===== src/logic/id_pkg.sv =====
package id_pkg;

  ////////////////////////////////
  // Basic widths
  ////////////////////////////////

  // Data word, operand or PC
  typedef logic [31:0] word_t;
  // Raw instruction word as fetched
  typedef logic [31:0] instr_t;
  // Index into the 32-entry register file
  typedef logic [4:0]  reg_addr_t;

  // Source lanes, rs1 and rs2
  localparam int unsigned NUM_READ_PORTS = 2;

  // Register field positions in the instruction word
  localparam int unsigned RS1_LSB = 15;
  localparam int unsigned RS1_MSB = 19;
  localparam int unsigned RS2_LSB = 20;
  localparam int unsigned RS2_MSB = 24;
  localparam int unsigned RD_LSB  = 7;
  localparam int unsigned RD_MSB  = 11;

  ////////////////////////////////
  // RV32I base opcodes
  ////////////////////////////////

  localparam logic [6:0] OPC_LUI    = 7'b0110111;
  localparam logic [6:0] OPC_AUIPC  = 7'b0010111;
  localparam logic [6:0] OPC_JAL    = 7'b1101111;
  localparam logic [6:0] OPC_JALR   = 7'b1100111;
  localparam logic [6:0] OPC_BRANCH = 7'b1100011;
  localparam logic [6:0] OPC_LOAD   = 7'b0000011;
  localparam logic [6:0] OPC_STORE  = 7'b0100011;
  localparam logic [6:0] OPC_OP_IMM = 7'b0010011;
  localparam logic [6:0] OPC_OP     = 7'b0110011;

  ////////////////////////////////
  // Control encodings
  ////////////////////////////////

  // Arithmetic ops first, then the branch compares
  typedef enum logic [3:0] {
    ALU_ADD, ALU_SUB, ALU_XOR, ALU_OR, ALU_AND, ALU_SLL, ALU_SRL, ALU_SRA,
    ALU_SLT, ALU_SLTU, ALU_EQ, ALU_NE, ALU_LT, ALU_GE, ALU_LTU, ALU_GEU
  } alu_op_e;

  typedef enum logic [1:0] {OP_A_REG, OP_A_PC, OP_A_ZERO} op_a_sel_e;

  // PCINC is the link value for JAL and JALR
  typedef enum logic [1:0] {OP_B_REG, OP_B_IMM, OP_B_PCINC} op_b_sel_e;

  // Store data or branch target travel on operand C
  typedef enum logic [1:0] {OP_C_RS2, OP_C_BCH, OP_C_ZERO} op_c_sel_e;

  typedef enum logic [1:0] {IMM_I, IMM_S, IMM_U} imm_sel_e;

  // Control transfer class of the instruction
  typedef enum logic [1:0] {XFER_NONE, XFER_JAL, XFER_JALR, XFER_BRANCH} xfer_e;

endpackage


===== src/logic/id_ctrl_if.sv =====
`timescale 1ns/1ps

// Decoded control set for the instruction currently in ID
interface id_ctrl_if;
  import id_pkg::*;

  alu_op_e   alu_op;
  op_a_sel_e op_a_sel;
  op_b_sel_e op_b_sel;
  op_c_sel_e op_c_sel;
  imm_sel_e  imm_sel;
  xfer_e     xfer;
  logic      rf_we;
  reg_addr_t rd;
  logic      lsu_en;
  logic      lsu_we;
  logic      illegal;

  // Decoder side
  modport dec (output alu_op, op_a_sel, op_b_sel, op_c_sel, imm_sel, xfer,
               output rf_we, rd, lsu_en, lsu_we, illegal);
  // ID/EX register side
  modport regs (input alu_op, op_a_sel, op_b_sel, op_c_sel, imm_sel, xfer,
                input rf_we, rd, lsu_en, lsu_we, illegal);

endinterface


===== src/logic/id_decoder.sv =====
`timescale 1ns/1ps

module id_decoder (
  input  id_pkg::instr_t                   instr_i,
  id_ctrl_if.dec                           ctrl,
  output id_pkg::reg_addr_t                rs_addr_o [id_pkg::NUM_READ_PORTS],
  output logic [id_pkg::NUM_READ_PORTS-1:0] rs_re_o
);
  import id_pkg::*;

  logic [6:0] opcode;
  logic [2:0] funct3;
  logic [6:0] funct7;

  // Raw decode before the illegal and x0 qualifiers
  logic                      illegal;
  logic                      rf_we_dec;
  logic                      lsu_en_dec;
  logic                      lsu_we_dec;
  logic [NUM_READ_PORTS-1:0] rs_re_dec;
  xfer_e                     xfer_dec;

  // Register-register and register-immediate ops share the funct3 map
  function automatic alu_op_e base_alu_op(input logic [2:0] f3);
    case (f3)
      3'b001:  return ALU_SLL;
      3'b010:  return ALU_SLT;
      3'b011:  return ALU_SLTU;
      3'b100:  return ALU_XOR;
      3'b101:  return ALU_SRL;
      3'b110:  return ALU_OR;
      3'b111:  return ALU_AND;
      default: return ALU_ADD;
    endcase
  endfunction

  assign opcode = instr_i[6:0];
  assign funct3 = instr_i[14:12];
  assign funct7 = instr_i[31:25];

  // Register fields are read speculatively
  assign rs_addr_o[0] = instr_i[RS1_MSB:RS1_LSB];
  assign rs_addr_o[1] = instr_i[RS2_MSB:RS2_LSB];
  assign ctrl.rd      = instr_i[RD_MSB:RD_LSB];

  always_comb begin
    ctrl.alu_op   = ALU_ADD;
    ctrl.op_a_sel = OP_A_REG;
    ctrl.op_b_sel = OP_B_REG;
    ctrl.op_c_sel = OP_C_ZERO;
    ctrl.imm_sel  = IMM_I;
    xfer_dec      = XFER_NONE;
    rf_we_dec     = 1'b0;
    lsu_en_dec    = 1'b0;
    lsu_we_dec    = 1'b0;
    rs_re_dec     = '0;
    illegal       = 1'b0;

    case (opcode)
      OPC_LUI: begin
        ctrl.op_a_sel = OP_A_ZERO;
        ctrl.op_b_sel = OP_B_IMM;
        ctrl.imm_sel  = IMM_U;
        rf_we_dec     = 1'b1;
      end
      OPC_AUIPC: begin
        ctrl.op_a_sel = OP_A_PC;
        ctrl.op_b_sel = OP_B_IMM;
        ctrl.imm_sel  = IMM_U;
        rf_we_dec     = 1'b1;
      end
      // Link value is PC + 4
      OPC_JAL, OPC_JALR: begin
        ctrl.op_a_sel = OP_A_PC;
        ctrl.op_b_sel = OP_B_PCINC;
        rf_we_dec     = 1'b1;
        xfer_dec      = (opcode == OPC_JAL) ? XFER_JAL : XFER_JALR;
        rs_re_dec[0]  = (opcode == OPC_JALR);
        illegal       = (opcode == OPC_JALR) && (funct3 != 3'b000);
      end
      OPC_BRANCH: begin
        ctrl.op_c_sel = OP_C_BCH;
        xfer_dec      = XFER_BRANCH;
        rs_re_dec     = 2'b11;
        case (funct3)
          3'b000:  ctrl.alu_op = ALU_EQ;
          3'b001:  ctrl.alu_op = ALU_NE;
          3'b100:  ctrl.alu_op = ALU_LT;
          3'b101:  ctrl.alu_op = ALU_GE;
          3'b110:  ctrl.alu_op = ALU_LTU;
          3'b111:  ctrl.alu_op = ALU_GEU;
          default: illegal = 1'b1;
        endcase
      end
      // LB LH LW LBU LHU only
      OPC_LOAD: begin
        ctrl.op_b_sel = OP_B_IMM;
        rs_re_dec[0]  = 1'b1;
        rf_we_dec     = 1'b1;
        lsu_en_dec    = 1'b1;
        illegal       = (funct3 == 3'b011) || (funct3[2:1] == 2'b11);
      end
      OPC_STORE: begin
        ctrl.op_b_sel = OP_B_IMM;
        ctrl.op_c_sel = OP_C_RS2;
        ctrl.imm_sel  = IMM_S;
        rs_re_dec     = 2'b11;
        lsu_en_dec    = 1'b1;
        lsu_we_dec    = 1'b1;
        illegal       = funct3[2] || (funct3[1:0] == 2'b11);
      end
      OPC_OP_IMM: begin
        ctrl.op_b_sel = OP_B_IMM;
        ctrl.alu_op   = base_alu_op(funct3);
        rs_re_dec[0]  = 1'b1;
        rf_we_dec     = 1'b1;
        // Shift amount encodings carry funct7
        if (funct3 == 3'b001) begin
          illegal = (funct7 != 7'h00);
        end else if (funct3 == 3'b101) begin
          if (funct7 == 7'h20) begin
            ctrl.alu_op = ALU_SRA;
          end else begin
            illegal = (funct7 != 7'h00);
          end
        end
      end
      OPC_OP: begin
        ctrl.alu_op = base_alu_op(funct3);
        rs_re_dec   = 2'b11;
        rf_we_dec   = 1'b1;
        if (funct7 == 7'h20) begin
          case (funct3)
            3'b000:  ctrl.alu_op = ALU_SUB;
            3'b101:  ctrl.alu_op = ALU_SRA;
            default: illegal = 1'b1;
          endcase
        end else if (funct7 != 7'h00) begin
          illegal = 1'b1;
        end
      end
      // SYSTEM, FENCE and anything else
      default: illegal = 1'b1;
    endcase
  end

  // Illegal encodings have no side effects downstream
  assign ctrl.illegal = illegal;
  assign ctrl.xfer    = illegal ? XFER_NONE : xfer_dec;
  assign ctrl.rf_we   = rf_we_dec && !illegal && (ctrl.rd != '0);
  assign ctrl.lsu_en  = lsu_en_dec && !illegal;
  assign ctrl.lsu_we  = lsu_we_dec && !illegal;
  // No reads for illegal words, so they never stall
  assign rs_re_o      = illegal ? '0 : rs_re_dec;

endmodule


===== src/logic/id_ex_register.sv =====
`timescale 1ns/1ps

module id_ex_register (
  input  logic              clk,
  input  logic              rst_n,
  id_ctrl_if.regs           ctrl,
  input  id_pkg::instr_t    instr_i,
  input  id_pkg::word_t     pc_i,
  input  logic              instr_valid_i,
  input  logic              kill_i,
  input  logic              ex_ready_i,
  input  id_pkg::word_t     operand_i [id_pkg::NUM_READ_PORTS],
  input  logic              stall_i,
  output logic              id_ready_o,
  output logic              jump_o,
  output id_pkg::word_t     jmp_target_o,
  output logic              ex_valid_o,
  output id_pkg::alu_op_e   ex_alu_op_o,
  output id_pkg::word_t     ex_operand_a_o,
  output id_pkg::word_t     ex_operand_b_o,
  output id_pkg::word_t     ex_operand_c_o,
  output logic              ex_rf_we_o,
  output id_pkg::reg_addr_t ex_rd_o,
  output logic              ex_lsu_en_o,
  output logic              ex_lsu_we_o,
  output logic              ex_illegal_o,
  output id_pkg::word_t     ex_pc_o
);
  import id_pkg::*;

  word_t imm_i_type;
  word_t imm_s_type;
  word_t imm_u_type;
  word_t imm_b_type;
  word_t imm_j_type;
  word_t imm_sel_val;

  word_t operand_a;
  word_t operand_b;
  word_t operand_c;

  word_t bch_target;
  word_t jal_target;
  word_t jalr_sum;
  word_t jalr_target;

  logic  instr_live;
  logic  fire;

  ////////////////////////////////
  // Immediates
  ////////////////////////////////

  assign imm_i_type = {{20{instr_i[31]}}, instr_i[31:20]};
  assign imm_s_type = {{20{instr_i[31]}}, instr_i[31:25], instr_i[11:7]};
  assign imm_u_type = {instr_i[31:12], 12'h000};
  assign imm_b_type = {{19{instr_i[31]}}, instr_i[31], instr_i[7], instr_i[30:25],
                       instr_i[11:8], 1'b0};
  assign imm_j_type = {{11{instr_i[31]}}, instr_i[31], instr_i[19:12], instr_i[20],
                       instr_i[30:21], 1'b0};

  always_comb begin
    case (ctrl.imm_sel)
      IMM_S:   imm_sel_val = imm_s_type;
      IMM_U:   imm_sel_val = imm_u_type;
      default: imm_sel_val = imm_i_type;
    endcase
  end

  ////////////////////////////////
  // Operand muxes
  ////////////////////////////////

  always_comb begin
    case (ctrl.op_a_sel)
      OP_A_PC:   operand_a = pc_i;
      OP_A_ZERO: operand_a = '0;
      default:   operand_a = operand_i[0];
    endcase
  end

  always_comb begin
    case (ctrl.op_b_sel)
      OP_B_IMM:   operand_b = imm_sel_val;
      OP_B_PCINC: operand_b = 32'd4;
      default:    operand_b = operand_i[1];
    endcase
  end

  // Branch target rides on C so EX only compares
  always_comb begin
    case (ctrl.op_c_sel)
      OP_C_RS2: operand_c = operand_i[1];
      OP_C_BCH: operand_c = bch_target;
      default:  operand_c = '0;
    endcase
  end

  ////////////////////////////////
  // Jump targets
  ////////////////////////////////

  assign bch_target = pc_i + imm_b_type;
  assign jal_target = pc_i + imm_j_type;
  // JALR base comes through the rs1 forwarding lane
  assign jalr_sum    = operand_i[0] + imm_i_type;
  assign jalr_target = {jalr_sum[31:1], 1'b0};

  always_comb begin
    case (ctrl.xfer)
      XFER_JALR:   jmp_target_o = jalr_target;
      XFER_BRANCH: jmp_target_o = bch_target;
      default:     jmp_target_o = jal_target;
    endcase
  end

  assign instr_live = instr_valid_i && !kill_i;
  assign jump_o     = instr_live && ((ctrl.xfer == XFER_JAL) || (ctrl.xfer == XFER_JALR));

  ////////////////////////////////
  // Handshake and ID/EX register
  ////////////////////////////////

  // A killed instruction leaves ID without waiting
  assign id_ready_o = kill_i || (ex_ready_i && !stall_i);
  assign fire       = instr_live && !stall_i && ex_ready_i;

  // Control bits drop to zero for bubbles
  always_ff @(posedge clk or negedge rst_n) begin
    if (!rst_n) begin
      ex_valid_o   <= 1'b0;
      ex_rf_we_o   <= 1'b0;
      ex_lsu_en_o  <= 1'b0;
      ex_lsu_we_o  <= 1'b0;
      ex_illegal_o <= 1'b0;
    end else if (ex_ready_i) begin
      ex_valid_o   <= fire;
      ex_rf_we_o   <= fire && ctrl.rf_we;
      ex_lsu_en_o  <= fire && ctrl.lsu_en;
      ex_lsu_we_o  <= fire && ctrl.lsu_we;
      ex_illegal_o <= fire && ctrl.illegal;
    end
  end

  // Payload only loads on an accepted instruction
  always_ff @(posedge clk) begin
    if (fire) begin
      ex_alu_op_o    <= ctrl.alu_op;
      ex_operand_a_o <= operand_a;
      ex_operand_b_o <= operand_b;
      ex_operand_c_o <= operand_c;
      ex_rd_o        <= ctrl.rd;
      ex_pc_o        <= pc_i;
    end
  end

  a_hold_under_backpressure: assert property (@(posedge clk) disable iff (!rst_n)
    (ex_valid_o && !ex_ready_i) |=> $stable({ex_valid_o, ex_alu_op_o, ex_operand_a_o,
      ex_operand_b_o, ex_operand_c_o, ex_rf_we_o, ex_rd_o, ex_lsu_en_o, ex_lsu_we_o,
      ex_illegal_o, ex_pc_o}))
    else $error("ID/EX outputs changed while EX was not ready");

endmodule


===== src/logic/id_fwd_lane.sv =====
`timescale 1ns/1ps

module id_fwd_lane (
  input  logic              clk,
  input  logic              rst_n,
  input  id_pkg::reg_addr_t rs_addr_i,
  input  logic              rs_re_i,
  input  id_pkg::word_t     rf_rdata_i,
  input  logic              ex_we_i,
  input  logic              ex_load_i,
  input  id_pkg::reg_addr_t ex_waddr_i,
  input  id_pkg::word_t     ex_wdata_i,
  input  logic              wb_we_i,
  input  id_pkg::reg_addr_t wb_waddr_i,
  input  id_pkg::word_t     wb_wdata_i,
  output id_pkg::word_t     operand_o,
  output logic              stall_o
);

  typedef enum logic [1:0] {FWD_RF, FWD_EX, FWD_WB} fwd_src_e;

  logic     rs_live;
  logic     ex_hit;
  logic     wb_hit;
  fwd_src_e fwd_src;

  // x0 and unused sources always take the register file
  assign rs_live = rs_re_i && (rs_addr_i != '0);
  assign ex_hit  = rs_live && ex_we_i && (ex_waddr_i == rs_addr_i);
  assign wb_hit  = rs_live && wb_we_i && (wb_waddr_i == rs_addr_i);

  // Load data is not ready in EX yet
  assign stall_o = ex_hit && ex_load_i;

  // Youngest producer wins
  always_comb begin
    if (ex_hit && !ex_load_i) begin
      fwd_src = FWD_EX;
    end else if (wb_hit) begin
      fwd_src = FWD_WB;
    end else begin
      fwd_src = FWD_RF;
    end
  end

  always_comb begin
    case (fwd_src)
      FWD_EX:  operand_o = ex_wdata_i;
      FWD_WB:  operand_o = wb_wdata_i;
      default: operand_o = rf_rdata_i;
    endcase
  end

  // While stalled the operand falls back to WB or the register file
  a_no_ex_fwd_on_stall: assert property (@(posedge clk) disable iff (!rst_n)
    stall_o |-> (operand_o == (wb_hit ? wb_wdata_i : rf_rdata_i)))
    else $error("Operand forwarded from EX during load-use stall");

endmodule


===== src/logic/id_stage.sv =====
`timescale 1ns/1ps

module id_stage (
  input  logic                              clk,
  input  logic                              rst_n,
  // Instruction from IF
  input  logic                              instr_valid_i,
  input  id_pkg::instr_t                    instr_i,
  input  id_pkg::word_t                     pc_i,
  input  logic                              kill_i,
  output logic                              id_ready_o,
  // Register file read ports
  output logic [id_pkg::NUM_READ_PORTS-1:0] rf_re_o,
  output id_pkg::reg_addr_t                 rf_raddr_o [id_pkg::NUM_READ_PORTS],
  input  id_pkg::word_t                     rf_rdata_i [id_pkg::NUM_READ_PORTS],
  // EX and WB writeback for forwarding
  input  logic                              ex_we_i,
  input  logic                              ex_load_i,
  input  id_pkg::reg_addr_t                 ex_waddr_i,
  input  id_pkg::word_t                     ex_wdata_i,
  input  logic                              wb_we_i,
  input  id_pkg::reg_addr_t                 wb_waddr_i,
  input  id_pkg::word_t                     wb_wdata_i,
  input  logic                              ex_ready_i,
  // ID/EX pipeline outputs
  output logic                              ex_valid_o,
  output id_pkg::alu_op_e                   ex_alu_op_o,
  output id_pkg::word_t                     ex_operand_a_o,
  output id_pkg::word_t                     ex_operand_b_o,
  output id_pkg::word_t                     ex_operand_c_o,
  output logic                              ex_rf_we_o,
  output id_pkg::reg_addr_t                 ex_rd_o,
  output logic                              ex_lsu_en_o,
  output logic                              ex_lsu_we_o,
  output logic                              ex_illegal_o,
  output id_pkg::word_t                     ex_pc_o,
  // Jumps resolved in ID
  output logic                              jump_o,
  output id_pkg::word_t                     jmp_target_o
);
  import id_pkg::*;

  id_ctrl_if ctrl_if ();

  word_t                     operand_fw [NUM_READ_PORTS];
  logic [NUM_READ_PORTS-1:0] lane_stall;
  logic                      stall;

  id_decoder id_decoder_inst (
    .instr_i   (instr_i),
    .ctrl      (ctrl_if.dec),
    .rs_addr_o (rf_raddr_o),
    .rs_re_o   (rf_re_o)
  );

  // One forwarding lane per source register
  for (genvar i = 0; i < NUM_READ_PORTS; i++) begin : gen_fwd_lane
    id_fwd_lane id_fwd_lane_inst (
      .clk        (clk),
      .rst_n      (rst_n),
      .rs_addr_i  (rf_raddr_o[i]),
      .rs_re_i    (rf_re_o[i]),
      .rf_rdata_i (rf_rdata_i[i]),
      .ex_we_i    (ex_we_i),
      .ex_load_i  (ex_load_i),
      .ex_waddr_i (ex_waddr_i),
      .ex_wdata_i (ex_wdata_i),
      .wb_we_i    (wb_we_i),
      .wb_waddr_i (wb_waddr_i),
      .wb_wdata_i (wb_wdata_i),
      .operand_o  (operand_fw[i]),
      .stall_o    (lane_stall[i])
    );
  end

  // Either lane waiting on a load holds the stage
  assign stall = |lane_stall;

  id_ex_register id_ex_register_inst (
    .clk            (clk),
    .rst_n          (rst_n),
    .ctrl           (ctrl_if.regs),
    .instr_i        (instr_i),
    .pc_i           (pc_i),
    .instr_valid_i  (instr_valid_i),
    .kill_i         (kill_i),
    .ex_ready_i     (ex_ready_i),
    .operand_i      (operand_fw),
    .stall_i        (stall),
    .id_ready_o     (id_ready_o),
    .jump_o         (jump_o),
    .jmp_target_o   (jmp_target_o),
    .ex_valid_o     (ex_valid_o),
    .ex_alu_op_o    (ex_alu_op_o),
    .ex_operand_a_o (ex_operand_a_o),
    .ex_operand_b_o (ex_operand_b_o),
    .ex_operand_c_o (ex_operand_c_o),
    .ex_rf_we_o     (ex_rf_we_o),
    .ex_rd_o        (ex_rd_o),
    .ex_lsu_en_o    (ex_lsu_en_o),
    .ex_lsu_we_o    (ex_lsu_we_o),
    .ex_illegal_o   (ex_illegal_o),
    .ex_pc_o        (ex_pc_o)
  );

endmodule

===== config.mk =====
export PLATFORM = sky130hd
export DESIGN_NAME = id_stage
export DESIGN_NICKNAME = d
export VERILOG_FILES = /design/src/logic/id_pkg.sv /design/src/logic/id_ctrl_if.sv /design/src/logic/id_decoder.sv /design/src/logic/id_ex_register.sv /design/src/logic/id_fwd_lane.sv /design/src/logic/id_stage.sv
export SDC_FILE = /design/constraint.sdc
export NUM_CORES = 1
export LEC_CHECK = 0
export ABC_AREA = 1
export BUFFER_PORTS_ARGS = -buffer_cell sky130_fd_sc_hd__buf_2
export CAP_MARGIN = 10
export CORE_MARGIN = 1
export CORE_UTILIZATION = 28
export DETAILED_ROUTE_END_ITERATION = 7
export GPL_ROUTABILITY_DRIVEN = 0
export GPL_TIMING_DRIVEN = 1
export PLACE_DENSITY = 0.52
export SLEW_MARGIN = 30
export SYNTH_ARGS = -nofsm -noshare
export SYNTH_HDL_FRONTEND = slang
export SYNTH_SLANG_ARGS = --single-unit

===== constraint.sdc =====
create_clock -name clk -period 5.8 [get_ports clk]
set_input_delay 0.29 -clock clk [delete_from_list [all_inputs] [get_ports clk]]
set_output_delay 0.29 -clock clk [all_outputs]
set_load 0.01 [all_outputs]

==> impl_metrics.sql, run 1 <==
INSERT INTO impl_metrics (metric_group, metric, value, unit) VALUES
('status', 'status', 'completed', ''),
('timing', 'shortest_clock_period_the_worst_path_allows_after_layout', '5.29', 'ns'),
('die', 'initial_utilization', '28.4', '%'),
('detailed_routing', 'postRouteAntennaNets', '0', ''),
('timing', 'timing.final.setup_violations', '0', ''),
('timing', 'timing.hold.ws', '0.0317', 'ns'),
('critical_path', 'required_time_at_the_endpoint_of_the_critical_path', '5.51', 'ns'),
('timing', 'max_freq', '0.189', 'GHz'),
('die', 'chipHeight', '217', 'um'),
('grt', 'grt_pass1_vias', '14000', ''),
('synth', 'synth_nets', '1999', ''),
('layout', 'multi_input_comb_area', '7470', 'um^2'),
('timing', 'fin_worst_skew', '0', 'ns'),
('synth', 'yosysTopAreaCell', 'sky130_fd_sc_hd__edfxtp_1', ''),
('grt', 'grt_pass1_wl', '91200', 'um'),
('layout', 'final.fill_count', '4827', ''),
('clock_tree', 'tritoncts_num_sinks', '142', ''),
('layout', 'seqCellArea', '4240', 'um^2'),
('synth', 'synth_enable_flop_cells', '137', ''),
('detailed_routing', 'first_iter_violations', '1317', ''),
('run', 'cap_viol_max_count', '0', ''),
('critical_path', 'endpoint_kind', 'primary output', ''),
('timing', 'timing.final.hold_violations', '0', ''),
('detailed_routing', 'drc', '0', ''),
('synth', 'syn-mean-instance-area', '7.58', 'um^2'),
('detailed_routing', 'dr_vias', '14500', ''),
('detailed_routing', 'drt-vias-per-instance', '5.39', ''),
('placement', 'placement.io_buffers', '397', ''),
('clock_tree', 'cts_buffers', '17', ''),
('die', 'fp-row-count', '78', ''),
('pwr', 'power.leakage', '7.47', 'nW'),
('hold_path', 'hp-class', 'input pin to flop', ''),
('timing', 'finalMaxSlewViolations', '0', ''),
('timing', 'transition_time_of_the_tightest_slew_check_pin', '0.902', 'ns'),
('timing', 'grt_setup_unrepaired', 'no', ''),
('layout', 'areaGrowthSynthToFinish', '25.6', '%'),
('grt', 'largest_net_degree_at_the_start_of_global_routing', '67', ''),
('clock_tree', 'clock_transition_at_the_register_clock_pins_on_the_worst_setup_and_hold_paths_after_cts', '0.06', 'ns'),
('synth', 'register_bit_total_from_synthesis', '142', ''),
('detailed_routing', 'first_pass_iters', '6', ''),
('synth', 'synth.distinct_cells', '66', ''),
('grt', 'track_usage', '27.0', '%'),
('detailed_routing', 'routed-wl-met3', '5170', 'um'),
('synth', 'synthTopCellsByArea', 'sky130_fd_sc_hd__edfxtp_1 32%, sky130_fd_sc_hd__nand2_1 9.5%, sky130_fd_sc_hd__ha_1 8.4%', ''),
('synth', 'synth_top_area_share', '31.9', '%'),
('layout', 'final_layout_size_suffix_gt1_share', '26.7', '%'),
('die', 'die_width', '217', 'um'),
('timing', 'totalNegativeSetupSlack', '0', 'ns'),
('critical_path', 'critPathSlowestCell', 'sky130_fd_sc_hd__nor3_1', ''),
('detailed_routing', 'wire_length_per_cell_after_detailed_routing', '23.8', 'um'),
('clock_tree', 'ctsRootBufferMaster', 'sky130_fd_sc_hd__clkbuf_16', ''),
('clock_tree', 'htree_levels', '4', ''),
('pwr', 'power.total', '3.37', 'mW'),
('clock_tree', 'clock_tree.buffer_depth', '2', ''),
('die', 'floorplan.core_area', '45400', 'um^2'),
('clock_tree', 'clk_latency', '0.48', 'ns'),
('timing', 'final_min_period_over_clock_period', '91.2', '%'),
('critical_path', 'cp.buffers_inverters', '5', ''),
('critical_path', 'worst_path_dominant_cell_family', 'simple AND/OR/NAND/NOR gates', ''),
('synth', 'synth_sequential_area_ratio', '32.9', '%'),
('die', 'die_area', '46900', 'um^2'),
('layout', 'utilization', '35.7', '%'),
('layout', 'layout.cells.most_common_list', '397 x sky130_fd_sc_hd__buf_2, 326 x sky130_fd_sc_hd__nand2_1, 216 x sky130_fd_sc_hd__inv_1', ''),
('critical_path', 'critPathKind', 'input pin to primary output', ''),
('critical_path', 'cp-start-kind', 'input pin', ''),
('clock_tree', 'cts_tree', 'yes', ''),
('pwr', 'vdd.ir_drop.worst', '216', 'uV'),
('detailed_routing', 'routed-wl-met2', '29700', 'um'),
('detailed_routing', 'met1Wirelength', '26600', 'um'),
('pwr', 'power.density', '208', 'nW/um^2'),
('synth', 'synth-async-reset-ratio', '3.52', '%');
## power breakdown
group	total, mW	switching, mW	internal [mW]
logic	1.06	0.706	0.353
clock network	1.12	0.548	0.576
registers	1.19	0.0153	1.17
total	3.37	1.27	2.10
## sequential cells by signal (all words and copies together), names as in the netlist, 4 cells and up
signal / flops
id_ex_register_inst.ex_operand_a_o: 32
id_ex_register_inst.ex_operand_b_o: 32
id_ex_register_inst.ex_operand_c_o: 32
id_ex_register_inst.ex_pc_o: 32
id_ex_register_inst.ex_rd_o: 5
id_ex_register_inst.ex_alu_op_o: 4
## per-stage QoR
step / setup WS, ns / area, um^2 / std cells
after detailed placement: 0.340 / 15500 / 2651
after CTS: 0.314 / 16100 / 2686
after floorplan: 0.220 / 12900 / 1699
after global placement: 0.496 / 15500 / 2651
after global routing: 0.130 / 16200 / 2692
final: 0.511 / 16200 / 2694
## worst register-to-register path, stage by stage (launching register included)
cell,delay (ns)
sky130_fd_sc_hd__dfrtp_1,0.42
sky130_fd_sc_hd__inv_1,0.07
sky130_fd_sc_hd__o22ai_1,0.07
## cells by family (layout without fill, tap and decap cells)
| logic type | count (synthesis) | after routing | share of synthesized area (%) |
|---|---|---|---|
| AO/OA/AOI/OAI | 484 | 484 | 24.0 |
| flip-flops | 142 | 142 | 32.9 |
| AND/OR/NAND/NOR | 647 | 648 | 22.2 |
| XOR/XNOR | 34 | 34 | 2.31 |
| other | 0 | 5 | 0 |
| adder cells (fa/ha/maj) | 90 | 90 | 8.92 |
| buffers and inverters | 302 | 691 | 9.61 |
## Yosys cell counts, types with 4 or more instances
cell	n
sky130_fd_sc_hd__nor4_1	4
sky130_fd_sc_hd__o211ai_1	11
sky130_fd_sc_hd__o21ai_1	19
sky130_fd_sc_hd__nor2_2	6
sky130_fd_sc_hd__o221ai_1	16
sky130_fd_sc_hd__a211oi_1	6
sky130_fd_sc_hd__o21a_1	10
sky130_fd_sc_hd__edfxtp_1	137
sky130_fd_sc_hd__buf_1	5
sky130_fd_sc_hd__buf_4	15
sky130_fd_sc_hd__buf_2	9
sky130_fd_sc_hd__o21bai_1	7
sky130_fd_sc_hd__dfrtp_1	5
sky130_fd_sc_hd__or2_2	8
sky130_fd_sc_hd__inv_2	13
sky130_fd_sc_hd__a31oi_1	6
sky130_fd_sc_hd__o221a_2	6
sky130_fd_sc_hd__ha_1	87
sky130_fd_sc_hd__nand4_1	10
sky130_fd_sc_hd__buf_6	4
sky130_fd_sc_hd__nand2_1	327
sky130_fd_sc_hd__nor2_4	8
sky130_fd_sc_hd__o22ai_1	55
sky130_fd_sc_hd__clkbuf_1	33
sky130_fd_sc_hd__nor2_1	120
sky130_fd_sc_hd__nand3_2	4
sky130_fd_sc_hd__xnor2_1	8
sky130_fd_sc_hd__nor3_1	22
sky130_fd_sc_hd__o221ai_2	8
sky130_fd_sc_hd__o21ai_0	111
sky130_fd_sc_hd__a221oi_1	10
sky130_fd_sc_hd__nand3_1	111
sky130_fd_sc_hd__xor2_1	26
sky130_fd_sc_hd__a21o_1	7
sky130_fd_sc_hd__a32o_1	8
sky130_fd_sc_hd__inv_1	216
sky130_fd_sc_hd__a221oi_2	16
sky130_fd_sc_hd__nand2_2	13
sky130_fd_sc_hd__a21oi_1	173
## repair_timing
| action | in CTS | in global routing |
|---|---|---|
| endpoints found under the setup margin | 0 | 8 |
| hold buffers | 3 | 0 |
| endpoints found under the hold margin | 7 | 0 |
| gates resized for setup | 0 | 5 |
| buffers inserted | 0 | 2 |
## worst paths after layout
| check | startpoint | endpoint | slack, ns | depth (start not counted) |
|---|---|---|---|---|
| worst max-delay path | instr_i[31] | jmp_target_o[30] | 0.51 | 30 |
| worst min-delay path | pc_i[5] | id_ex_register_inst.ex_pc_o[5] | 0.03 | 1 |
| worst max register to register | id_ex_register_inst.ex_lsu_we_o | id_ex_register_inst.ex_lsu_we_o | 5.11 | 2 |
| worst min register to register | id_ex_register_inst.ex_valid_o | id_ex_register_inst.ex_valid_o | 0.53 | 2 |
| max in group asynchronous | rst_n | id_ex_register_inst.ex_valid_o | 5.49 | 2 |
| min in group asynchronous | rst_n | id_ex_register_inst.ex_lsu_we_o | 0.17 | 2 |
## final cells by class
class                   count  share of cell area [%]
diodes                      5                  0.0773
clock buffers              17                    2.63
clock inverters            15                    1.04
inverters                 234                    5.46
multi-input cells        1256                    46.2
flip-flops and latches    142                    26.2
well taps                 600                    4.64
repair buffers            425                    13.8
## per-layer routing
layer,vias to the layer above,GRT usage (%)
met1,6909,34.0
met4,2,12.8
met2,755,43.9
met3,127,5.50
met5,-,0
li1,6735,-
Power figures use the tool's default switching activity.
==> inputs of run 2 (changes only) <==
--- a/config.mk
+++ b/config.mk
@@ -13,7 +13,7 @@
 export DETAILED_ROUTE_END_ITERATION = 7
 export GPL_ROUTABILITY_DRIVEN = 0
 export GPL_TIMING_DRIVEN = 1
-export PLACE_DENSITY = 0.52
+export PLACE_DENSITY = 0.45
 export SLEW_MARGIN = 30
 export SYNTH_ARGS = -nofsm -noshare
 export SYNTH_HDL_FRONTEND = slang
==> run 2 against run 1 <==
  * Non-clock buffer count increased by 7
  * Via count down 0.85%
  * Fmax decreased by 2.6%
  * Global-route usage rose by 0.92 points
  * Register-to-register slack improved by 0.05 ns
  * First-iteration DRC count decreased by 4.9%
  * Combinational power about the same
  * Design area fell by 0.11%
  * Power increased by 0.57%
  * Critical path type unchanged
  * Largest cell class unchanged
==> impl_metrics.sql, run 2 (synthesis gave the netlist of run 1 again) <==
INSERT INTO impl_metrics (metric_group, metric, value, unit) VALUES
('critical_path', 'required_time_at_the_endpoint_of_the_critical_path', '5.51', 'ns'),
('critical_path', 'critPathKind', 'input pin to primary output', ''),
('timing', 'timing.final.ws_setup', '0.371', 'ns'),
('critical_path', 'cp_slowest_stage_delay', '0.34', 'ns'),
('critical_path', 'reg2reg_depth', '2', ''),
('timing', 'finalMaxSlewViolations', '0', ''),
('run', 'cap_viol_max_count', '0', ''),
('critical_path', 'cp-start-kind', 'input pin', ''),
('pwr', 'power.leakage', '7.46', 'nW'),
('critical_path', 'crit-reg2reg-capture', 'id_ex_register_inst.ex_lsu_we_o', ''),
('clock_tree', 'cts_buffers', '17', ''),
('clock_tree', 'tritoncts_num_sinks', '142', ''),
('layout', 'areaGrowthSynthToFinish', '25.5', '%'),
('grt', 'track_usage', '27.9', '%'),
('grt', 'grt-ovfl-total', '0', ''),
('detailed_routing', 'drt-vias-per-instance', '5.34', ''),
('die', 'floorplan.core_area', '45400', 'um^2'),
('critical_path', 'critPathSlowestCell', 'sky130_fd_sc_hd__nand2_1', ''),
('critical_path', 'critical_path_peak_fanout', '9', ''),
('timing', 'transition_time_of_the_tightest_slew_check_pin', '0.980', 'ns'),
('timing', 'timing.final.hold_violations', '0', ''),
('pwr', 'power.density', '210', 'nW/um^2'),
('critical_path', 'critical_path.most_common_cell', 'sky130_fd_sc_hd__nand2_1', ''),
('placement', 'pre_cts_ws', '0.437', 'ns'),
('hold_path', 'hp-class', 'input pin to flop', ''),
('clock_tree', 'ctsRootBufferMaster', 'sky130_fd_sc_hd__clkbuf_16', ''),
('detailed_routing', 'first_iter_violations', '1252', ''),
('die', 'die_area', '46900', 'um^2'),
('detailed_routing', 'first_pass_iters', '6', ''),
('placement', 'placement.io_buffers', '397', ''),
('grt', 'antenna_found_initial', '3', ''),
('timing', 'timing.max_slew.rel_slack', '34.7', '%'),
('timing', 'final_min_period_over_clock_period', '93.6', '%'),
('critical_path', 'crit_start', 'instr_i[27]', ''),
('critical_path', 'endpoint_kind', 'primary output', ''),
('die', 'io-pin-count', '398', ''),
('timing', 'shortest_clock_period_the_worst_path_allows_after_layout', '5.43', 'ns'),
('layout', 'final_cell_count_no_fill', '2696', ''),
('detailed_routing', 'postRouteAntennaNets', '0', ''),
('timing', 'timing.final.setup_violations', '0', ''),
('timing', 'max_freq', '0.184', 'GHz'),
('clock_tree', 'clock_transition_at_the_register_clock_pins_on_the_worst_setup_and_hold_paths_after_cts', '0.06', 'ns'),
('die', 'fp-row-count', '78', ''),
('layout', 'final_layout_size_suffix_gt1_share', '26.4', '%'),
('critical_path', 'ff2ff_setup_slack', '5.16', 'ns'),
('grt', 'grt_pass1_vias', '13800', ''),
('layout', 'finalNetCount', '2382', ''),
('critical_path', 'timing.rr.start', 'id_ex_register_inst.ex_lsu_we_o', ''),
('clock_tree', 'clock_tree.buffer_depth', '2', ''),
('detailed_routing', 'drc', '0', ''),
('detailed_routing', 'dr_vias', '14400', ''),
('die', 'die_width', '217', 'um'),
('layout', 'layout_commonest_cell', 'sky130_fd_sc_hd__buf_2', ''),
('critical_path', 'endpoint', 'jmp_target_o[30]', ''),
('hold_path', 'worst_hold_startpoint', 'pc_i[5]', ''),
('layout', 'layout.cells.most_common_list', '397 x sky130_fd_sc_hd__buf_2, 327 x sky130_fd_sc_hd__nand2_1, 216 x sky130_fd_sc_hd__inv_1', ''),
('status', 'status', 'completed', ''),
('placement', 'place_inst', '2656', ''),
('grt', 'largest_net_degree_at_the_start_of_global_routing', '140', ''),
('die', 'chipHeight', '217', 'um'),
('clock_tree', 'clk_latency', '0.48', 'ns'),
('placement', 'dp_hpwl', '54000', 'um'),
('timing', 'totalNegativeSetupSlack', '0', 'ns'),
('die', 'initial_utilization', '28.4', '%'),
('grt', 'grt_pass1_wl', '93500', 'um'),
('detailed_routing', 'wire_length_per_cell_after_detailed_routing', '24.4', 'um'),
('critical_path', 'critPathArrivalTime', '5.14', 'ns'),
('clock_tree', 'cts_tree', 'yes', ''),
('clock_tree', 'htree_levels', '4', ''),
('pwr', 'vdd.ir_drop.worst', '231', 'uV'),
('detailed_routing', 'routed_wirelength', '65900', 'um'),
('timing', 'fin_worst_skew', '0', 'ns'),
('timing', 'grt_setup_unrepaired', 'no', '');
run 2: cell count changes in the layout (fill, tap and decap cells not counted), sizes merged, moves of 2 or more:
cell | before | now
dlygate4sd3 | 3 | 7
buf | 422 | 425
diode | 5 | 1
bufinv | 0 | 2
clkinvlp | 0 | 3
inv | 239 | 234
run 2: metrics by stage:
step | util [%] | hold slack (ns) | instance area, um^2 | power (mW)
floorplan | - | -0.00559 | 12900 | 1.80
global placement | 34.1 | 0.113 | 15500 | 2.27
detailed placement | 34.1 | 0.112 | 15500 | 2.26
CTS | 35.6 | 0.00209 | 16200 | 3.41
global route | 35.6 | 0.0113 | 16200 | 3.56
finish | 35.6 | 0.0316 | 16200 | 3.39
run 2: layer usage:
metal / up-vias / routed length (um) / part of all wire (%) / GRT usage (%)
met5: - / 11 / 0.017 / 0
met1: 6867 / 28400 / 43 / 36.7
met3: 95 / 5260 / 8.0 / 5.80
li1: 6726 / - / - / -
met4: 2 / 2100 / 3.2 / 10.2
met2: 714 / 30200 / 46 / 44.8
run 2: how the worst min path moves through the flow:
| stage | endpoint | slack (ns) | cells past startpoint |
|---|---|---|---|
| final | id_ex_register_inst.ex_pc_o[5] | 0.03 | 1 |
| after global routing | id_ex_register_inst.ex_pc_o[5] | 0.01 | 1 |
| after CTS | id_ex_register_inst.ex_pc_o[25] | 0.002 | 1 |
| after detailed placement | id_ex_register_inst.ex_valid_o | 0.11 | 1 |
| after global placement | id_ex_register_inst.ex_valid_o | 0.11 | 1 |
| after floorplan | id_ex_register_inst.ex_illegal_o | -0.006 | 0 |
run 2: timing repair:
action,4_1_cts,5_1_grt
setup endpoints to repair,0,5
hold buffers,7,0
gates resized for setup,0,3
buffers inserted,0,0
hold endpoints to repair,11,0
run 2: layout make-up:
| cell class | instances | area (um^2) |
|---|---|---|
| clock inverter | 14 | 158 |
| multi-input combinational | 1255 | 7420 |
| tap | 600 | 751 |
| inverter | 234 | 885 |
| fill | 4930 | 29200 |
| timing repair buffer | 432 | 2280 |
| antenna | 1 | 2.50 |
| sequential | 142 | 4240 |
| clock buffer | 18 | 429 |
run 2: power breakdown:
part	switching, mW	total (mW)	internal, mW
Sequential	0.0132	1.19	1.18
Clock	0.491	1.13	0.637
Combinational	0.718	1.07	0.356
run 2: critical path, delay by kind of cell:
| family | cells | cell delay (ns) |
|---|---|---|
| simple gates | 17 | 2.18 |
| fa+ha+maj | 1 | 0.33 |
| buf+inv | 5 | 0.79 |
| compound gates | 8 | 1.53 |
==> inputs of run 3 (changes only) <==
--- a/config.mk
+++ b/config.mk
@@ -8,7 +8,7 @@
 export ABC_AREA = 1
 export BUFFER_PORTS_ARGS = -buffer_cell sky130_fd_sc_hd__buf_2
 export CAP_MARGIN = 10
-export CORE_MARGIN = 1
+export CORE_MARGIN = 3
 export CORE_UTILIZATION = 28
 export DETAILED_ROUTE_END_ITERATION = 7
 export GPL_ROUTABILITY_DRIVEN = 0
==> constraint.sdc (replaced) <==
create_clock -name clk -period 6.6 [get_ports clk]
set_input_delay 0.33 -clock clk [delete_from_list [all_inputs] [get_ports clk]]
set_output_delay 0.33 -clock clk [all_outputs]
set_load 0.01 [all_outputs]
==> run 3 against run 2 <==
  * Design area is 0.70% lower
  * Flip-flop and latch count unchanged
  * Via count hardly changed
  * Clock power down 13%
  * Largest cell class unchanged
  * Highest routed layer unchanged
==> impl_metrics.sql, run 3 (synthesis gave the netlist of run 1 again) <==
INSERT INTO impl_metrics (metric_group, metric, value, unit) VALUES
('timing', 'finalMaxSlewViolations', '0', ''),
('placement', 'detailed_place.area', '15400', 'um^2'),
('timing', 'transition_time_of_the_tightest_slew_check_pin', '1.05', 'ns'),
('timing', 'timing.max_slew.rel_slack', '29.8', '%'),
('die', 'chipHeight', '221', 'um'),
('detailed_routing', 'routed-wl-met2', '31100', 'um'),
('detailed_routing', 'drc', '0', ''),
('detailed_routing', 'routed-wl-met3', '5580', 'um'),
('layout', 'final.fill_count', '4897', ''),
('die', 'die_width', '221', 'um'),
('grt', 'grt-ovfl-total', '0', ''),
('grt', 'grt_pass1_wl', '93600', 'um'),
('detailed_routing', 'first_iter_violations', '1440', ''),
('detailed_routing', 'first_pass_iters', '6', ''),
('pwr', 'vdd.ir_drop.worst', '175', 'uV'),
('layout', 'areaGrowthSynthToFinish', '24.6', '%'),
('layout', 'final_area', '16000', 'um^2'),
('critical_path', 'critical_path_peak_fanout', '16', ''),
('grt', 'grt_pass1_vias', '13900', ''),
('grt', 'antenna_found_initial', '5', ''),
('layout', 'layout.cells.most_common_list', '397 x sky130_fd_sc_hd__buf_2, 327 x sky130_fd_sc_hd__nand2_1, 216 x sky130_fd_sc_hd__inv_1', ''),
('timing', 'max_freq', '0.176', 'GHz'),
('critical_path', 'endpoint', 'jmp_target_o[20]', ''),
('timing', 'timing.final.setup_violations', '0', ''),
('placement', 'pre_cts_ws', '1.02', 'ns'),
('hold_path', 'hp-class', 'input pin to flop', ''),
('placement', 'placement.io_buffers', '397', ''),
('timing', 'fin_worst_skew', '0', 'ns'),
('placement', 'dp_hpwl', '54800', 'um'),
('critical_path', 'cp-start-kind', 'input pin', ''),
('critical_path', 'critical_path.most_common_cell', 'sky130_fd_sc_hd__nand2_1', ''),
('hold_path', 'worst_hold_startpoint', 'pc_i[6]', ''),
('critical_path', 'timing.rr.start', 'id_ex_register_inst.ex_lsu_we_o', ''),
('clock_tree', 'post-cts-setup-buffer-count', '0', ''),
('pwr', 'power.density', '185', 'nW/um^2'),
('timing', 'grt_setup_unrepaired', 'no', ''),
('clock_tree', 'clk_latency', '0.49', 'ns'),
('die', 'floorplan.core_area', '44800', 'um^2'),
('clock_tree', 'ctsRootBufferMaster', 'sky130_fd_sc_hd__clkbuf_16', ''),
('critical_path', 'crit_start', 'instr_i[27]', ''),
('run', 'cap_viol_max_count', '0', ''),
('clock_tree', 'ctsHoldBuffers', '2', ''),
('clock_tree', 'clock_tree.buffer_depth', '2', ''),
('timing', 'timing.hold.ws', '0.0586', 'ns'),
('detailed_routing', 'drt-vias-per-instance', '5.38', ''),
('die', 'io-pin-count', '398', ''),
('clock_tree', 'tritoncts_num_sinks', '142', ''),
('detailed_routing', 'dr_vias', '14400', ''),
('critical_path', 'crit-reg2reg-capture', 'id_ex_register_inst.ex_lsu_we_o', ''),
('layout', 'layout_commonest_cell', 'sky130_fd_sc_hd__buf_2', ''),
('critical_path', 'critPathKind', 'input pin to primary output', ''),
('detailed_routing', 'postRouteAntennaNets', '0', ''),
('timing', 'shortest_clock_period_the_worst_path_allows_after_layout', '5.69', 'ns'),
('detailed_routing', 'routed_wirelength', '67200', 'um'),
('clock_tree', 'cts_tree', 'yes', ''),
('detailed_routing', 'wire_length_per_cell_after_detailed_routing', '25.1', 'um'),
('pwr', 'power.leakage', '7.41', 'nW'),
('clock_tree', 'cts_buffers', '17', ''),
('clock_tree', 'htree_levels', '4', ''),
('timing', 'final_min_period_over_clock_period', '86.2', '%'),
('die', 'fp-row-count', '77', ''),
('timing', 'timing.final.hold_violations', '0', ''),
('critical_path', 'ff2ff_setup_slack', '5.97', 'ns'),
('critical_path', 'reg2reg_depth', '2', ''),
('detailed_routing', 'maxUsedRoutingLayer', 'met5', ''),
('clock_tree', 'postCtsResizedCells', '0', ''),
('critical_path', 'critPathArrivalTime', '5.36', 'ns'),
('critical_path', 'cp_slowest_stage_delay', '0.32', 'ns'),
('critical_path', 'critPathSlowestCell', 'sky130_fd_sc_hd__ha_1', ''),
('detailed_routing', 'met1Wirelength', '28300', 'um'),
('clock_tree', 'clock_transition_at_the_register_clock_pins_on_the_worst_setup_and_hold_paths_after_cts', '0.07', 'ns'),
('timing', 'totalNegativeSetupSlack', '0', 'ns'),
('timing', 'timing.final.ws_setup', '0.912', 'ns'),
('critical_path', 'required_time_at_the_endpoint_of_the_critical_path', '6.27', 'ns'),
('layout', 'finalNetCount', '2368', ''),
('status', 'status', 'completed', ''),
('grt', 'largest_net_degree_at_the_start_of_global_routing', '64', ''),
('die', 'initial_utilization', '28.8', '%'),
('critical_path', 'endpoint_kind', 'primary output', ''),
('die', 'die_area', '48600', 'um^2'),
('grt', 'track_usage', '27.0', '%'),
('layout', 'final_layout_size_suffix_gt1_share', '26.2', '%');
[run 3: cell count changes in the layout (fill, tap and decap cells not counted), sizes merged]
cell,previous run,this run
buf,425,416
clkinv,9,7
dlygate4sd3,7,2
bufinv,2,0
diode,1,4
clkinvlp,3,2
clkbuf,18,17
inv,234,240
[run 3: cell type report]
cell class,count,area (um^2),area share [%]
Sequential cell,142,4240,26.4
Clock buffer,17,425,2.65
Inverter,234,883,5.50
Timing Repair Buffer,418,2180,13.6
Clock inverter,15,146,0.912
Antenna cell,4,10.0,0.0624
Tap cell,592,741,4.62
Multi-Input combinational cell,1255,7430,46.3
[run 3: how the worst min path moves through the flow]
| stage | endpoint | slack [ns] | cells after the start |
|---|---|---|---|
| after floorplan | id_ex_register_inst.ex_illegal_o | 0.03 | 0 |
| after global placement | id_ex_register_inst.ex_illegal_o | 0.16 | 1 |
| after detailed placement | id_ex_register_inst.ex_illegal_o | 0.16 | 1 |
| after CTS | id_ex_register_inst.ex_pc_o[5] | 0.03 | 1 |
| after global routing | id_ex_register_inst.ex_pc_o[26] | 0.03 | 1 |
| final | id_ex_register_inst.ex_pc_o[6] | 0.06 | 1 |
[run 3: layer usage]
| metal | vias up | global-route usage (%) |
|---|---|---|
| met4 | 2 | 10.7 |
| met1 | 6859 | 35.6 |
| li1 | 6706 | - |
| met2 | 728 | 43.9 |
| met5 | - | 0 |
| met3 | 103 | 5.01 |
[run 3: worst max-delay path: cells and delay by family]
family / cells / cell delay, ns
AOI/OAI and AO/OA: 8 / 1.45
and+or+nand+nor: 18 / 2.55
adders and majority gates: 1 / 0.32
buffers and inverters: 4 / 0.69
[run 3: metrics by stage]
stage	util [%]	total power [mW]	std cells
2_1_floorplan	-	1.58	1699
3_3_place_gp	34.4	1.99	2638
3_5_place_dp	34.5	1.99	2639
4_1_cts	35.8	2.99	2673
5_1_grt	35.8	3.11	2676
6_report	35.8	2.96	2677
[run 3: report_power, final]
| part | switching [mW] | leakage (nW) | internal [mW] |
|---|---|---|---|
| sequential | 0.0129 | 1.26 | 1.03 |
| combinational | 0.629 | 5.87 | 0.309 |
| clock | 0.482 | 0.277 | 0.500 |
| total | 1.12 | 7.41 | 1.84 |
